<file path="src/rtl/lc4_params.svh">
`ifndef LC4_PARAMS_SVH
`define LC4_PARAMS_SVH

// data words, addresses and instructions share one width
`define LC4_WORD_W 16

// eight architectural registers
`define LC4_REG_SEL_W 3

// first fetch address out of reset
`define LC4_RESET_PC 16'h8200

// major opcodes in insn[15:12]
`define LC4_OP_BR 4'b0000
`define LC4_OP_ARITH 4'b0001
`define LC4_OP_LOGIC 4'b0101
`define LC4_OP_LDR 4'b0110
`define LC4_OP_STR 4'b0111
`define LC4_OP_CONST 4'b1001

`endif

</file>
<file path="src/rtl/lc4_pkg.sv">
`default_nettype none

`include "lc4_params.svh"

package lc4_pkg;

    typedef logic [`LC4_WORD_W-1:0] word_t;

    typedef logic [`LC4_REG_SEL_W-1:0] reg_sel_t;

    // bit 2 negative, bit 1 zero, bit 0 positive
    typedef logic [2:0] nzp_t;

    // pass-through must stay at zero, it is the NOP encoding
    typedef enum logic [3:0] {
        ALU_PASS,
        ALU_ADD,
        ALU_SUB,
        ALU_AND,
        ALU_OR,
        ALU_ADDI,
        ALU_ANDI,
        ALU_CONST,
        ALU_ADDR
    } alu_op_t;

    typedef struct packed {
        reg_sel_t rs;
        reg_sel_t rt;
        reg_sel_t rd;
        logic     rs_re;
        logic     rt_re;
        logic     rf_we;
        logic     nzp_we;
        logic     is_load;
        logic     is_store;
        logic     is_branch;
        alu_op_t  alu_op;
    } ctrl_t;

endpackage

`default_nettype wire

</file>
<file path="src/rtl/lc4_stage_if.sv">
`timescale 1ns/1ns
`default_nettype none

// one instruction slot between two pipeline stages
interface lc4_stage_if;

    logic           valid;
    lc4_pkg::word_t pc;
    lc4_pkg::word_t insn;
    lc4_pkg::ctrl_t ctrl;

    // operand slots, their meaning shifts along the pipe:
    // decode->execute   rs_val/rt_val are the register reads
    // execute->memory   rs_val is the ALU result, rt_val the store data
    // memory->writeback rs_val is the ALU result, rt_val the load data
    lc4_pkg::word_t rs_val;
    lc4_pkg::word_t rt_val;

    modport producer (
        output valid,
        output pc,
        output insn,
        output ctrl,
        output rs_val,
        output rt_val
    );

    modport consumer (
        input valid,
        input pc,
        input insn,
        input ctrl,
        input rs_val,
        input rt_val
    );

endinterface

`default_nettype wire

</file>
<file path="src/rtl/lc4_core.sv">
`timescale 1ns/1ns
`default_nettype none

module lc4_core (
    input  logic           gwe,
    input  logic           i_rst_n,
    output lc4_pkg::word_t o_imem_addr,
    input  lc4_pkg::word_t i_imem_data,
    output lc4_pkg::word_t o_dmem_addr,
    output logic           o_dmem_we,
    output lc4_pkg::word_t o_dmem_wdata,
    input  lc4_pkg::word_t i_dmem_rdata
);

    lc4_pkg::word_t    f_pc;
    lc4_pkg::word_t    f_insn;
    logic              f_valid;
    logic              stall;
    logic              redirect;
    lc4_pkg::word_t    target;
    logic              wb_we;
    lc4_pkg::reg_sel_t wb_rd;
    lc4_pkg::word_t    wb_data;

    lc4_stage_if d2x ();
    lc4_stage_if x2m ();

    lc4_fetch u_fetch (
        .gwe         (gwe),
        .i_rst_n     (i_rst_n),
        .i_stall     (stall),
        .i_redirect  (redirect),
        .i_target    (target),
        .o_imem_addr (o_imem_addr),
        .i_imem_data (i_imem_data),
        .o_pc        (f_pc),
        .o_insn      (f_insn),
        .o_valid     (f_valid)
    );

    // the load-use check looks at the slot decode hands to execute
    lc4_decode u_decode (
        .gwe        (gwe),
        .i_rst_n    (i_rst_n),
        .i_pc       (f_pc),
        .i_insn     (f_insn),
        .i_valid    (f_valid),
        .i_redirect (redirect),
        .o_stall    (stall),
        .i_wb_we    (wb_we),
        .i_wb_rd    (wb_rd),
        .i_wb_data  (wb_data),
        .x_in       (d2x.consumer),
        .d2x        (d2x.producer)
    );

    lc4_execute u_execute (
        .gwe        (gwe),
        .i_rst_n    (i_rst_n),
        .d2x        (d2x.consumer),
        .x2m        (x2m.producer),
        .i_wb_we    (wb_we),
        .i_wb_rd    (wb_rd),
        .i_wb_data  (wb_data),
        .o_redirect (redirect),
        .o_target   (target)
    );

    lc4_memory_writeback u_mem_wb (
        .gwe          (gwe),
        .i_rst_n      (i_rst_n),
        .x2m          (x2m.consumer),
        .o_dmem_addr  (o_dmem_addr),
        .o_dmem_we    (o_dmem_we),
        .o_dmem_wdata (o_dmem_wdata),
        .i_dmem_rdata (i_dmem_rdata),
        .o_wb_we      (wb_we),
        .o_wb_rd      (wb_rd),
        .o_wb_data    (wb_data)
    );

endmodule

`default_nettype wire

</file>
<file path="src/rtl/lc4_decode.sv">
`timescale 1ns/1ns
`default_nettype none

`include "lc4_params.svh"

module lc4_decode (
    input  logic              gwe,
    input  logic              i_rst_n,
    input  lc4_pkg::word_t    i_pc,
    input  lc4_pkg::word_t    i_insn,
    input  logic              i_valid,
    input  logic              i_redirect,
    output logic              o_stall,
    input  logic              i_wb_we,
    input  lc4_pkg::reg_sel_t i_wb_rd,
    input  lc4_pkg::word_t    i_wb_data,
    // the instruction now sitting in execute
    lc4_stage_if.consumer     x_in,
    lc4_stage_if.producer     d2x
);

    lc4_pkg::ctrl_t ctrl;
    lc4_pkg::word_t regs [0:(1 << `LC4_REG_SEL_W)-1];
    lc4_pkg::word_t rs_rd;
    lc4_pkg::word_t rt_rd;
    logic           is_logic;
    logic           use_rs;
    logic           use_rt;

    assign is_logic = (i_insn[15:12] == `LC4_OP_LOGIC);

    always_comb begin
        ctrl        = '0;
        ctrl.alu_op = lc4_pkg::ALU_PASS;
        ctrl.rs     = i_insn[8:6];
        ctrl.rt     = i_insn[2:0];
        ctrl.rd     = i_insn[11:9];
        case (i_insn[15:12])
            `LC4_OP_BR: begin
                ctrl.is_branch = 1'b1;
            end
            `LC4_OP_ARITH, `LC4_OP_LOGIC: begin
                casez (i_insn[5:3])
                    3'b1??: begin
                        ctrl.alu_op = is_logic ? lc4_pkg::ALU_ANDI : lc4_pkg::ALU_ADDI;
                    end
                    3'b000: begin
                        ctrl.alu_op = is_logic ? lc4_pkg::ALU_AND : lc4_pkg::ALU_ADD;
                        ctrl.rt_re  = 1'b1;
                    end
                    3'b010: begin
                        ctrl.alu_op = is_logic ? lc4_pkg::ALU_OR : lc4_pkg::ALU_SUB;
                        ctrl.rt_re  = 1'b1;
                    end
                    // mul, div, not, xor fall out as NOP
                    default: ctrl.alu_op = lc4_pkg::ALU_PASS;
                endcase
                ctrl.rs_re  = (ctrl.alu_op != lc4_pkg::ALU_PASS);
                ctrl.rf_we  = ctrl.rs_re;
                ctrl.nzp_we = ctrl.rs_re;
            end
            `LC4_OP_LDR: begin
                ctrl.rs_re   = 1'b1;
                ctrl.rf_we   = 1'b1;
                ctrl.nzp_we  = 1'b1;
                ctrl.is_load = 1'b1;
                ctrl.alu_op  = lc4_pkg::ALU_ADDR;
            end
            `LC4_OP_STR: begin
                // store data register lives in the rd field
                ctrl.rt       = i_insn[11:9];
                ctrl.rs_re    = 1'b1;
                ctrl.rt_re    = 1'b1;
                ctrl.is_store = 1'b1;
                ctrl.alu_op   = lc4_pkg::ALU_ADDR;
            end
            `LC4_OP_CONST: begin
                ctrl.rf_we  = 1'b1;
                ctrl.nzp_we = 1'b1;
                ctrl.alu_op = lc4_pkg::ALU_CONST;
            end
            default: ctrl.alu_op = lc4_pkg::ALU_PASS;
        endcase
    end

    always_ff @(posedge gwe) begin
        if (i_wb_we) begin
            regs[i_wb_rd] <= i_wb_data;
        end
    end

    // same-cycle writeback shows through to the read ports
    assign rs_rd = (i_wb_we && i_wb_rd == ctrl.rs) ? i_wb_data : regs[ctrl.rs];
    assign rt_rd = (i_wb_we && i_wb_rd == ctrl.rt) ? i_wb_data : regs[ctrl.rt];

    // stall when a load in execute feeds this slot
    // store data needs no stall since the WM path delivers it
    // a branch also waits for the load's NZP
    assign use_rs  = ctrl.rs_re && (ctrl.rs == x_in.ctrl.rd);
    assign use_rt  = ctrl.rt_re && !ctrl.is_store && (ctrl.rt == x_in.ctrl.rd);
    assign o_stall = i_valid && x_in.valid && x_in.ctrl.is_load &&
                     (use_rs || use_rt || ctrl.is_branch);

    always_ff @(posedge gwe or negedge i_rst_n) begin
        if (!i_rst_n) begin
            d2x.valid <= 1'b0;
        end else begin
            d2x.valid <= i_valid && !i_redirect && !o_stall;
        end
    end

    always_ff @(posedge gwe) begin
        d2x.pc     <= i_pc;
        d2x.insn   <= i_insn;
        d2x.ctrl   <= ctrl;
        d2x.rs_val <= rs_rd;
        d2x.rt_val <= rt_rd;
    end

endmodule

`default_nettype wire

</file>
<file path="src/rtl/lc4_execute.sv">
`timescale 1ns/1ns
`default_nettype none

`include "lc4_params.svh"

module lc4_execute (
    input  logic              gwe,
    input  logic              i_rst_n,
    lc4_stage_if.consumer     d2x,
    lc4_stage_if.producer     x2m,
    input  logic              i_wb_we,
    input  lc4_pkg::reg_sel_t i_wb_rd,
    input  lc4_pkg::word_t    i_wb_data,
    output logic              o_redirect,
    output lc4_pkg::word_t    o_target
);

    lc4_pkg::word_t rs_op;
    lc4_pkg::word_t rt_op;
    lc4_pkg::word_t alu_res;
    lc4_pkg::word_t imm5;
    lc4_pkg::word_t imm6;
    lc4_pkg::word_t imm9;
    lc4_pkg::nzp_t  nzp_q;
    lc4_pkg::nzp_t  nzp_cur;
    logic           ld_in_w_q;
    logic           mx_ok;

    function automatic lc4_pkg::nzp_t nzp_of(input lc4_pkg::word_t value);
        if (value[`LC4_WORD_W-1]) begin
            return 3'b100;
        end else if (value == '0) begin
            return 3'b010;
        end
        return 3'b001;
    endfunction

    // memory-stage result first, then writeback, then the register read
    function automatic lc4_pkg::word_t bypass(input lc4_pkg::reg_sel_t sel,
                                              input lc4_pkg::word_t   dval);
        if (mx_ok && x2m.ctrl.rd == sel) begin
            return x2m.rs_val;
        end else if (i_wb_we && i_wb_rd == sel) begin
            return i_wb_data;
        end
        return dval;
    endfunction

    // a load in memory has no data yet
    // the load-use stall keeps its consumers out of execute
    assign mx_ok = x2m.valid && x2m.ctrl.rf_we && !x2m.ctrl.is_load;

    always_comb begin
        rs_op = bypass(d2x.ctrl.rs, d2x.rs_val);
        rt_op = bypass(d2x.ctrl.rt, d2x.rt_val);
    end

    assign imm5 = {{(`LC4_WORD_W-5){d2x.insn[4]}}, d2x.insn[4:0]};
    assign imm6 = {{(`LC4_WORD_W-6){d2x.insn[5]}}, d2x.insn[5:0]};
    assign imm9 = {{(`LC4_WORD_W-9){d2x.insn[8]}}, d2x.insn[8:0]};

    always_comb begin
        case (d2x.ctrl.alu_op)
            lc4_pkg::ALU_ADD:   alu_res = rs_op + rt_op;
            lc4_pkg::ALU_SUB:   alu_res = rs_op - rt_op;
            lc4_pkg::ALU_AND:   alu_res = rs_op & rt_op;
            lc4_pkg::ALU_OR:    alu_res = rs_op | rt_op;
            lc4_pkg::ALU_ADDI:  alu_res = rs_op + imm5;
            lc4_pkg::ALU_ANDI:  alu_res = rs_op & imm5;
            lc4_pkg::ALU_CONST: alu_res = imm9;
            lc4_pkg::ALU_ADDR:  alu_res = rs_op + imm6;
            default:            alu_res = rs_op;
        endcase
    end

    // a load sitting in writeback whose NZP nobody younger has overwritten
    assign nzp_cur    = ld_in_w_q ? nzp_of(i_wb_data) : nzp_q;
    assign o_redirect = d2x.valid && d2x.ctrl.is_branch && |(d2x.insn[11:9] & nzp_cur);
    assign o_target   = d2x.pc + 1'b1 + imm9;

    always_ff @(posedge gwe or negedge i_rst_n) begin
        if (!i_rst_n) begin
            nzp_q     <= '0;
            ld_in_w_q <= 1'b0;
            x2m.valid <= 1'b0;
        end else begin
            if (d2x.valid && d2x.ctrl.nzp_we && !d2x.ctrl.is_load) begin
                nzp_q <= nzp_of(alu_res);
            end else if (ld_in_w_q) begin
                nzp_q <= nzp_of(i_wb_data);
            end
            ld_in_w_q <= x2m.valid && x2m.ctrl.is_load && !(d2x.valid && d2x.ctrl.nzp_we);
            x2m.valid <= d2x.valid;
        end
    end

    always_ff @(posedge gwe) begin
        x2m.pc     <= d2x.pc;
        x2m.insn   <= d2x.insn;
        x2m.ctrl   <= d2x.ctrl;
        x2m.rs_val <= alu_res;
        x2m.rt_val <= rt_op;
    end

endmodule

`default_nettype wire

</file>
<file path="src/rtl/lc4_fetch.sv">
`timescale 1ns/1ns
`default_nettype none

`include "lc4_params.svh"

module lc4_fetch (
    input  logic           gwe,
    input  logic           i_rst_n,
    input  logic           i_stall,
    input  logic           i_redirect,
    input  lc4_pkg::word_t i_target,
    output lc4_pkg::word_t o_imem_addr,
    input  lc4_pkg::word_t i_imem_data,
    output lc4_pkg::word_t o_pc,
    output lc4_pkg::word_t o_insn,
    output logic           o_valid
);

    lc4_pkg::word_t pc_q;

    assign o_imem_addr = pc_q;

    // redirect wins over a stall, the slot behind a taken branch is dead anyway
    always_ff @(posedge gwe or negedge i_rst_n) begin
        if (!i_rst_n) begin
            pc_q    <= `LC4_RESET_PC;
            o_valid <= 1'b0;
        end else if (i_redirect) begin
            pc_q    <= i_target;
            o_valid <= 1'b0;
        end else if (!i_stall) begin
            pc_q    <= pc_q + 1'b1;
            o_valid <= 1'b1;
        end
    end

    // fetch-to-decode payload, held while decode stalls
    always_ff @(posedge gwe) begin
        if (!i_stall) begin
            o_pc   <= pc_q;
            o_insn <= i_imem_data;
        end
    end

endmodule

`default_nettype wire

</file>
<file path="src/rtl/lc4_memory_writeback.sv">
`timescale 1ns/1ns
`default_nettype none

module lc4_memory_writeback (
    input  logic              gwe,
    input  logic              i_rst_n,
    lc4_stage_if.consumer     x2m,
    output lc4_pkg::word_t    o_dmem_addr,
    output logic              o_dmem_we,
    output lc4_pkg::word_t    o_dmem_wdata,
    input  lc4_pkg::word_t    i_dmem_rdata,
    output logic              o_wb_we,
    output lc4_pkg::reg_sel_t o_wb_rd,
    output lc4_pkg::word_t    o_wb_data
);

    lc4_stage_if m2w ();

    // address comes straight from the ALU result
    assign o_dmem_addr = x2m.rs_val;
    assign o_dmem_we   = x2m.valid && x2m.ctrl.is_store;

    // load right before a store, its data only exists in writeback now
    assign o_dmem_wdata = (o_wb_we && o_wb_rd == x2m.ctrl.rt) ? o_wb_data : x2m.rt_val;

    always_ff @(posedge gwe or negedge i_rst_n) begin
        if (!i_rst_n) begin
            m2w.valid <= 1'b0;
        end else begin
            m2w.valid <= x2m.valid;
        end
    end

    always_ff @(posedge gwe) begin
        m2w.pc     <= x2m.pc;
        m2w.insn   <= x2m.insn;
        m2w.ctrl   <= x2m.ctrl;
        m2w.rs_val <= x2m.rs_val;
        m2w.rt_val <= i_dmem_rdata;
    end

    // writeback half
    assign o_wb_we   = m2w.valid && m2w.ctrl.rf_we;
    assign o_wb_rd   = m2w.ctrl.rd;
    assign o_wb_data = m2w.ctrl.is_load ? m2w.rt_val : m2w.rs_val;

endmodule

`default_nettype wire

</file>
<file path="config.mk">
export PLATFORM = sky130hd
export DESIGN_NAME = lc4_core
export DESIGN_NICKNAME = d
export VERILOG_FILES = /design/src/rtl/lc4_pkg.sv /design/src/rtl/lc4_stage_if.sv /design/src/rtl/lc4_core.sv /design/src/rtl/lc4_decode.sv /design/src/rtl/lc4_execute.sv /design/src/rtl/lc4_fetch.sv /design/src/rtl/lc4_memory_writeback.sv
export VERILOG_INCLUDE_DIRS = /design/src /design/src/rtl
export SDC_FILE = /design/constraint.sdc
export NUM_CORES = 1
export LEC_CHECK = 0
export BUFFER_PORTS_ARGS = -buffer_cell sky130_fd_sc_hd__buf_2
export CAP_MARGIN = 20
export CELL_PAD_IN_SITES_DETAIL_PLACEMENT = 0
export CELL_PAD_IN_SITES_GLOBAL_PLACEMENT = 1
export CORE_UTILIZATION = 45
export DETAILED_ROUTE_END_ITERATION = 16
export PLACE_DENSITY_LB_ADDON = 0.1
export REMOVE_ABC_BUFFERS = 1
export SLEW_MARGIN = 5
export SYNTH_ARGS = -nofsm -noshare
export SYNTH_HDL_FRONTEND = slang
export SYNTH_HIERARCHICAL = 1
export SYNTH_SLANG_ARGS = --single-unit
</file>
<file path="constraint.sdc">
create_clock -name gwe -period 8.25 [get_ports gwe]
set_input_delay 1.2375 -clock gwe [delete_from_list [all_inputs] [get_ports gwe]]
set_output_delay 1.2375 -clock gwe [all_outputs]
set_load 0.01 [all_outputs]
</file>
Yosys cells after proc, flatten, opt, wreduce, memory -nomap -nowiden
Memory sizes are Yosys's and may differ from the RTL's. A register that Yosys moved wholly into a read port is not among the register bits.
Cells that the tools add are included.
- flip-flop bits (word level): 180
- bits in latches: 0
- bits in writable memories: 128
- ROM bits: 0
- bits of input ports: 34
- logic and storage cells: 158
- memories: 1
- $add $sub $neg: 7
- $mul: 0
- divide/modulo/power cells: 0
- magnitude comparators: 0
- equality and inequality tests: 22
- shift-type cells: 0
- mux-type cells: 50
- bitwise logic cells: 4
- reduce and logical (&&, ||, !) cells: 42
- memories (name ; words ; bits a word ; rd ports ; clocked after Yosys merged registers in ; write ports ; RTL line ; text):
    u_decode.regs ; 8 ; 16 ; 2 ; 2 ; 1 ; lc4_decode.sv:23 ; lc4_pkg::word_t regs [0:(1 << `LC4_REG_SEL_W)-1];
- operators with widths (cell ; count):
    16-bit two-way mux ; 10
    16-bit one-hot mux with 8 select lines ; 1
    16-bit adder ; 4
    3-bit two-way mux ; 12
    16-bit by 1-bit adder with 16-bit output (second input constant) ; 2
    16-bit AND ; 2
    16-bit logical NOT ; 2
    4-bit by 3-bit equality test with 1-bit output (second input constant) ; 7
    1-bit logical AND ; 23
    3-bit equality test ; 7
    1-bit two-way mux ; 19
    16-bit bitwise OR ; 1
    16-bit subtractor ; 1
    4-bit one-hot mux with 3 select lines ; 1
    3-bit one-hot mux with 3 select lines ; 1
    4-bit by 1-bit equality test with 1-bit output (second input constant) ; 2
    4-bit by 2-bit equality test with 1-bit output (second input constant) ; 2
    4-bit equality test (second input constant) ; 2
    2-bit OR reduction ; 4
    1-bit logical NOT ; 6
    4-bit logical NOT ; 1
    2-bit two-way mux ; 2
    4-bit two-way mux ; 1
    1-bit one-hot mux with 2 select lines ; 2
    9 further kinds ; 10

Depth between registers and ports, before layout
Gate-level depths: netlist (run 1).
- word-level depth: 13
- mapped depth: 24

Hierarchy
Netlist (run 1), hierarchy kept.
- by module, submodules not included (module ; instances ; cells each ; area an instance (um^2) ; seq. area each (um^2)):
    lc4_decode ; 1 ; 363 ; 7131.8 ; 4769.6
    lc4_execute ; 1 ; 646 ; 5400.2 ; 1806.7
    lc4_fetch ; 1 ; 134 ; 1910.6 ; 1388.8
    lc4_memory_writeback ; 1 ; 99 ; 1405.1 ; 765.7

Worst setup path after synthesis (run 1)
Ideal clock, no wire load.
- kind: register to register
- from: register u_decode/d2x.ctrl[14] (netlist name)
- to: register u_execute.nzp_q[0]
- setup time: 0.121 ns
- arrival time: 5.542 ns
- required time: 8.129 ns
- setup slack: 2.587 ns
- cell stages (with the launch flop): 23
- period minus slack after synthesis: 5.663 ns
- cells stage by stage: dfxtp_1 -> clkbuf_1 -> buf_2 -> mux4_2 -> mux2_2 -> or4_1 -> a2111o_1 -> a211oi_2 -> nand2_1 -> or2_1 -> nor2_1 -> xor2_1 -> a22oi_1 -> ha_1 -> mux2i_1 -> a21oi_1 -> o32ai_1 -> nand3_1 -> a221oi_1 -> a21boi_0 -> a21boi_0 -> nand4_1 -> a22o_1
- word-level cells in the longest chain between the ends: 13
- elaborated cells on any way between the ends: 20
- ends and longest elaborated chain (item ; RTL line ; text):
    3-bit equality test ; lc4_execute.sv:43 ; end else if (i_wb_we && i_wb_rd == sel) begin
    1-bit logical AND ; lc4_execute.sv:43 ;
    1-bit two-way mux ; lc4_execute.sv:43 ;
    1-bit two-way mux ; lc4_execute.sv:41 ; if (mx_ok && x2m.ctrl.rd == sel) begin
    16-bit two-way mux (*) ; lc4_execute.sv:46 ; return dval;
    16-bit subtractor, or another cell as far along ; lc4_execute.sv:65 ; lc4_pkg::ALU_SUB: alu_res = rs_op - rt_op;
    16-bit one-hot mux with 8 select lines (*) ; lc4_execute.sv:63 ; case (d2x.ctrl.alu_op)
    16-bit logical NOT ; lc4_execute.sv:32 ; end else if (value == '0) begin
    1-bit two-way mux ; lc4_execute.sv:32 ;
    1-bit two-way mux ; lc4_execute.sv:30 ; if (value[`LC4_WORD_W-1]) begin
    1-bit two-way mux ; lc4_execute.sv:87 ; if (d2x.valid && d2x.ctrl.nzp_we && !d2x.ctrl.is_load) begin
    3-bit two-way mux (*) ; lc4_execute.sv:35 ; return 3'b001;
    3-bit two-way mux (*) ; lc4_execute.sv:87 ;
    end signal, assigned ; lc4_execute.sv:88 ; nzp_q <= nzp_of(alu_res);
    end signal, assigned ; lc4_execute.sv:90 ; nzp_q <= nzp_of(i_wb_data);
    end, declared ; lc4_execute.sv:24 ; lc4_pkg::nzp_t nzp_q;
Mark *: on every way between the ends. The rest lies on a longest branch, timed or not. The select of a mux whose other input is x is not followed.
A chain may end at the register's enable or synchronous reset.

Worst setup path after layout (run 1)
- from: register u_decode/d2x.ctrl[15] (netlist name)
- to: register u_execute.nzp_q[0]
- word-level cells in the longest chain between the ends: 13
- elaborated cells on any way between the ends: 20
- ends and longest elaborated chain (item ; RTL line):
    3-bit equality test ; lc4_execute.sv:43
    1-bit logical AND ; lc4_execute.sv:43
    1-bit two-way mux ; lc4_execute.sv:43
    1-bit two-way mux ; lc4_execute.sv:41
    16-bit two-way mux (*) ; lc4_execute.sv:46
    16-bit subtractor, or another cell as far along ; lc4_execute.sv:65
    16-bit one-hot mux with 8 select lines (*) ; lc4_execute.sv:63
    16-bit logical NOT ; lc4_execute.sv:32
    1-bit two-way mux ; lc4_execute.sv:32
    1-bit two-way mux ; lc4_execute.sv:30
    1-bit two-way mux ; lc4_execute.sv:87
    3-bit two-way mux (*) ; lc4_execute.sv:35
    3-bit two-way mux (*) ; lc4_execute.sv:87
Marked as above.

==> impl_metrics.toml, run 1 <==
[global_routing]
overflow = 0
grt_first_pass_wirelength_mm = 60.3
grt_usage_pct = 24.2
antenna_found_initial = 0
grt_max_degree = 40
grt_pass1_vias = 9942

[floorplanning]
die_area_um2 = 33700
pin_count = 83
dieHeight_um = 184
start_util_pct = 45.7
fp.dieW_um = 184
rows = 66
core_area_um2 = 32500

[cts]
cts_made_buffers = 35
clk_pin_slew_ns = 0.06
cts_htree_levels = 2
cts_hold_buf = 0
clock-sinks = 301
cts_tree = "yes"
root_buffer = "clkbuf_16"
ctsResizeCount = 0
clockBufferDepth = 3
clk_latency_ns = 0.52
post_cts_buffers = 0

[drt]
drt-pass1-iter-count = 7
drt-total-wl_mm = 39.5
ant_nets = 0
vias_per_cell = 5.70
drc = 0
drt-initial-drc-count = 789
met3WireLength_mm = 1.70
wl_per_cell_um = 22.9
highest_layer = "met4"
wl_met2_mm = 19.7
route.vias.total = 9826
m1WireLength_mm = 17.1

[critical_path]
cp.required_ns = 8.65
cp_max_fo = 18
startpoint = "u_decode/d2x.ctrl[15]"
crit_top_cell = "a21oi_1"
arrival_ns = 6.90
path_class = "reg -> reg"
cp_top_family = "simple AND/OR/NAND/NOR gates"
critPathLaunchType = "flop"
cp-end-kind = "flop"
worstPathCellList = "xor2_1 -> or4b_1 -> buf_16 -> a211oi_1 -> a21oi_1 -> or3_1 -> nor2_1 -> nand2_1 -> o21ai_0 -> a21oi_1 -> a21oi_1 -> ha_1 -> and3_1 -> and3_1 -> a2111o_1 -> nand2_1 -> xnor2_1 -> a221oi_1 -> nand4_1 -> a22o_1"
cpPeakStageDelay_ns = 1.00
reg2reg_from = "u_decode/d2x.ctrl[15]"
critical_path_buf_inv_count = 1
cp_slowest_cell = "dfxtp_1"

[min_path]
hold_path_class = "reg -> reg"
min-delay-start = "u_decode/d2x.ctrl[5]"

[pwr]
net-switching-power_mw = 1.44
total_power_mw = 4.68
peakVddDrop_v = 0.000192
swShare_pct = 30.7
p_leak_nw = 6.42
power.internal_mw = 3.24
p_clk_share_pct = 32.1
pwr-share-seq_pct = 43.4
power_density_nw_per_um2 = 280
pwr-share-comb_pct = 24.6

[placed_design]
port_buffers = 82
place_congestion = 0.910
dpl.hpwl_mm = 27.6

[sta]
slew-limit-headroom_pct = 31.2
setup_violations = 0
fmax_mhz = 154
finalMaxSlewViolations = 0
min_period_ns = 6.49
finClkSkew_ns = 0.00989
hold_viol = 0
post-route-period-util_pct = 78.7
rsz0062_at_grt = "false"
fin_tns_setup_ns = 0
tightest_slew_ns = 1.03

[cells_and_area]
area_growth_pct = 12.6
nets = 1326
final_util_pct = 51.4
diodes = 0
layout-drive-gt1-share_pct = 25.1
fillCellCount = 2922

[job]
cap_viol_max_count = 0

[status]
status = "completed"

[logic_synthesis]
yosys_warnings = 6
mappedNetlistArea_um2 = 14900
syn_avg_cell_area_um2 = 12.5
syn_inst = 1191
[flip-flops by register name, indices dropped and copies added, names as in the netlist, 8 cells and up]
name / cells
u_decode/d2x.ctrl: 15
u_decode/d2x.insn: 8
u_decode/d2x.pc: 16
u_decode/regs: 128
u_execute/x2m.ctrl: 9
u_execute/x2m.rs_val: 16
u_execute/x2m.rt_val: 16
u_fetch/o_imem_addr: 16
u_fetch/o_insn: 16
u_fetch/o_pc: 16
u_mem_wb/m2w.rs_val: 16
u_mem_wb/m2w.rt_val: 16
[placed cells by master (no fill, tap or decap), types with 10 or more instances in the layout]
| cell type | n |
|---|---|
| edfxtp_1 | 160 |
| dfxtp_1 | 114 |
| nand2_1 | 92 |
| buf_2 | 82 |
| o21ai_0 | 71 |
| nor2_1 | 65 |
| mux4_2 | 64 |
| mux2_2 | 64 |
| a21oi_1 | 57 |
| xnor2_1 | 47 |
| inv_1 | 38 |
| clkbuf_16 | 36 |
| mux2i_1 | 31 |
| ha_1 | 31 |
| buf_4 | 26 |
| dfrtp_1 | 22 |
| xor2_1 | 18 |
| nor3_1 | 16 |
| nand2b_1 | 16 |
| nor4_1 | 14 |
| a22oi_1 | 13 |
| mux2_4 | 11 |
| clkbuf_1 | 10 |
| nor2b_1 | 10 |
[area by class of cell]
type | count | area, um^2 | area share [%]
multi-input combinational | 774 | 6530 | 39.1
tap | 442 | 553 | 3.31
timing repair buffer | 109 | 633 | 3.79
sequential | 301 | 7750 | 46.4
clock inverter | 8 | 81.3 | 0.486
clock buffer | 53 | 1030 | 6.14
inverter | 38 | 143 | 0.853
[routing by layer]
metal	track usage (%)	vias to the layer above
met2	42.0	299
met4	8.00	0
met1	31.1	4857
met3	3.25	66
met5	0	-
li1	-	4604
[stage by stage]
step           instances  cell area, um^2  hold WS (ns)  setup slack [ns]
6_report            1725            16700         0.326              1.76
3_3_place_gp        1663            15600         0.311              1.71
5_1_grt             1725            16700         0.341              1.43
4_1_cts             1724            16700         0.328              1.62
2_1_floorplan       1113            14400         0.310              1.85
3_5_place_dp        1663            15600         0.315              1.63
[worst paths after layout]
path,endpoint,slack [ns],depth (start not counted)
hold reg to reg,u_execute/x2m.ctrl[5],0.33,0
max in group asynchronous,u_fetch/o_imem_addr[12],7.12,1
setup / recovery,u_execute/nzp_q[0],1.76,20
min in group asynchronous,u_execute/ld_in_w_q,0.73,1
hold / removal,u_execute/x2m.ctrl[5],0.33,0
setup reg to reg,u_execute/nzp_q[0],1.76,20
[worst register-to-register path, cell delays in order (launching register included)]
cell	delay [ns]
dfxtp_1	1.00
xor2_1	0.18
or4b_1	0.75
buf_16	0.25
a211oi_1	0.34
a21oi_1	0.26
or3_1	0.51
nor2_1	0.20
nand2_1	0.10
o21ai_0	0.17
a21oi_1	0.09
a21oi_1	0.15
ha_1	0.31
and3_1	0.19
and3_1	0.19
a2111o_1	0.38
nand2_1	0.09
xnor2_1	0.08
a221oi_1	0.51
nand4_1	0.34
a22o_1	0.29
[power groups by stage]
stage	Clock, mW	Sequential, mW	Combinational, mW
floorplan	0	2.04	0.758
global placement	0	2.06	1.14
detailed placement	0	2.06	1.14
CTS	1.54	2.03	1.15
global route	1.59	2.06	1.26
finish	1.50	2.03	1.15
Note: power is estimated with default switching activity, not from simulation.
==> run 2: changes to the inputs <==
==> constraint.sdc (replaced) <==
create_clock -name gwe -period 6.2 [get_ports gwe]
set_input_delay 0.93 -clock gwe [delete_from_list [all_inputs] [get_ports gwe]]
set_output_delay 0.93 -clock gwe [all_outputs]
set_load 0.01 [all_outputs]
==> run 2 against run 1 <==
Count of clock-buffer cells in the layout up 3. Hold slack better by 0.0038 ns. Register-to-register slack worse by 1.3 ns. Via count up 1.0%. Clock power up 30%. Cell area up 0.94%. Final cell count up 1.5%. Die area unchanged. Highest routed layer unchanged. Power up 33%. Sequential cell count unchanged.
==> impl_metrics.toml, run 2 (synthesis gave the netlist of run 1 again) <==
[cts]
clk_latency_ns = 0.52
clk_pin_slew_ns = 0.06
cts_hold_buf = 0
cts_htree_levels = 2
root_buffer = "clkbuf_16"
clock-sinks = 301
clockBufferDepth = 3
post_cts_buffers = 0
cts_made_buffers = 36
cts_tree = "yes"

[cells_and_area]
layout-drive-gt1-share_pct = 26.1
diodes = 0
top_register = "u_decode/regs"
multi_input_area_um2 = 6540
nets = 1349
largest_reg_flops = 128
fillCellCount = 2936
register_area_um2 = 7750
layout_commonest_cell = "edfxtp_1"
area_growth_pct = 13.6
final_cell_mix = "edfxtp_1 (160), dfxtp_1 (114), nand2_1 (92)"

[drt]
drt-total-wl_mm = 39.8
wl_met2_mm = 19.4
drt-initial-drc-count = 774
met3WireLength_mm = 2.05
highest_layer = "met4"
m1WireLength_mm = 17.4
vias_per_cell = 5.67
route.vias.total = 9924
drt-pass1-iter-count = 5
ant_nets = 0
wl_per_cell_um = 22.7
drc = 0

[global_routing]
grt_first_pass_wirelength_mm = 60.4
grt_pass1_vias = 9886
grt_usage_pct = 24.1
overflow = 0
grt_max_degree = 36
antenna_found_initial = 1

[placed_design]
dpl.hpwl_mm = 27.9
place_congestion = 0.894
port_buffers = 82

[pwr]
power.internal_mw = 4.29
power_density_nw_per_um2 = 368
net-switching-power_mw = 1.92
pwr-share-comb_pct = 25.2
swShare_pct = 30.9
p_clk_share_pct = 31.4
p_leak_nw = 6.51
pwr-share-seq_pct = 43.4
peakVddDrop_v = 0.000273

[floorplanning]
fp.dieW_um = 184
die_area_um2 = 33700
dieHeight_um = 184
start_util_pct = 45.7
rows = 66
pin_count = 83
core_area_um2 = 32500

[sta]
finalMaxSlewViolations = 0
fmax_mhz = 173
rsz0062_at_grt = "false"
slew-limit-headroom_pct = 37.2
min_period_ns = 5.79
timing.hold.ws_ns = 0.330
tightest_slew_ns = 0.939
hold_viol = 0
post-route-period-util_pct = 93.3
finClkSkew_ns = 0.0230
fin_tns_setup_ns = 0
setup_violations = 0

[critical_path]
critPathLaunchType = "flop"
path_class = "reg -> reg"
cpPeakStageDelay_ns = 0.68
cp_slowest_cell = "or4b_1"
cp.required_ns = 6.60
cp_max_fo = 18
arrival_ns = 6.19
cp-end-kind = "flop"
worstPathCellList = "buf_4 -> xor2_1 -> or4b_1 -> buf_12 -> mux2i_1 -> o21ai_1 -> buf_4 -> xnor2_1 -> o21ai_0 -> ha_1 -> o21ai_0 -> a21oi_1 -> o31ai_1 -> a21oi_1 -> o41a_1 -> xnor2_1 -> o211ai_1 -> nor4_1 -> nand4_1 -> a22o_1"

[job]
cap_viol_max_count = 0

[min_path]
hold_path_class = "reg -> reg"

[status]
status = "completed"
==> run 2: cell types whose count changed in the layout (fill, tap and decap cells not counted), moves of 2 or more <==
cell and change:
clkbuf_8 -3, buf_12 +2, clkinv_4 -2, clkbuf_1 +6, inv_4 -2, clkinv_2 +4, buf_4 +21
==> run 2: cell type report <==
type	instances	share of cell area [%]
Timing Repair Buffer	131	4.76
Clock buffer	56	6.09
Multi-Input combinational cell	774	38.7
Sequential cell	301	45.9
Clock inverter	9	0.378
Tap cell	442	3.28
Inverter	38	0.845
==> run 2: final timing paths <==
kind / start / endpoint / slack (ns) / cells after the start
hold reg to reg: u_decode/d2x.ctrl[5] / u_execute/x2m.ctrl[5] / 0.33 / 0
max in group asynchronous: i_rst_n / u_fetch/o_imem_addr[13] / 5.36 / 1
setup / recovery: u_decode/d2x.ctrl[15] / u_execute/nzp_q[0] / 0.41 / 20
min in group asynchronous: i_rst_n / u_fetch/o_imem_addr[1] / 0.42 / 1
hold / removal: u_decode/d2x.ctrl[5] / u_execute/x2m.ctrl[5] / 0.33 / 0
setup reg to reg: u_decode/d2x.ctrl[15] / u_execute/nzp_q[0] / 0.41 / 20
==> run 2: layer usage <==
metal / track usage [%] / vias to the layer above
li1: - / 4647
met1: 32.3 / 4917
met2: 41.2 / 297
met3: 3.05 / 63
met4: 6.40 / 0
met5: 0 / -
==> run 2: what timing repair did <==
action | CTS | global route
gates resized for setup | 0 | 2
setup endpoints to repair | 0 | 1
endpoints found under the hold margin | 0 | 0
==> run 2: power by group through the flow <==
stage,logic (mW),registers (mW),clock network (mW)
2_1_floorplan,1.01,2.72,0
3_3_place_gp,1.55,2.73,0
3_5_place_dp,1.56,2.74,0
4_1_cts,1.57,2.70,2.00
5_1_grt,1.72,2.73,2.08
6_report,1.56,2.70,1.95
==> run 2: critical path, delay by kind of cell (launching register included) <==
| family | cells | cell delay (ns) |
|---|---|---|
| adders and majority gates | 1 | 0.36 |
| muxes | 1 | 0.13 |
| xor gates and xnor gates | 3 | 0.40 |
| and+or+nand+nor | 3 | 1.49 |
| DFF | 1 | 0.32 |
| buffers and inverters | 3 | 0.74 |
| AOI/OAI and AO/OA | 9 | 2.20 |
==> run 2: per-stage QoR <==
stage | total power, mW | instances | cell area [um^2] | util [%] | setup slack (ns)
floorplan | 3.73 | 1113 | 14400 | - | -0.200
global placement | 4.28 | 1686 | 15800 | 48.5 | 0.436
detailed placement | 4.30 | 1686 | 15800 | 48.5 | 0.365
CTS | 6.27 | 1751 | 16900 | 51.9 | 0.343
global route | 6.53 | 1751 | 16900 | 51.9 | 0.109
finish | 6.21 | 1751 | 16900 | 51.9 | 0.413
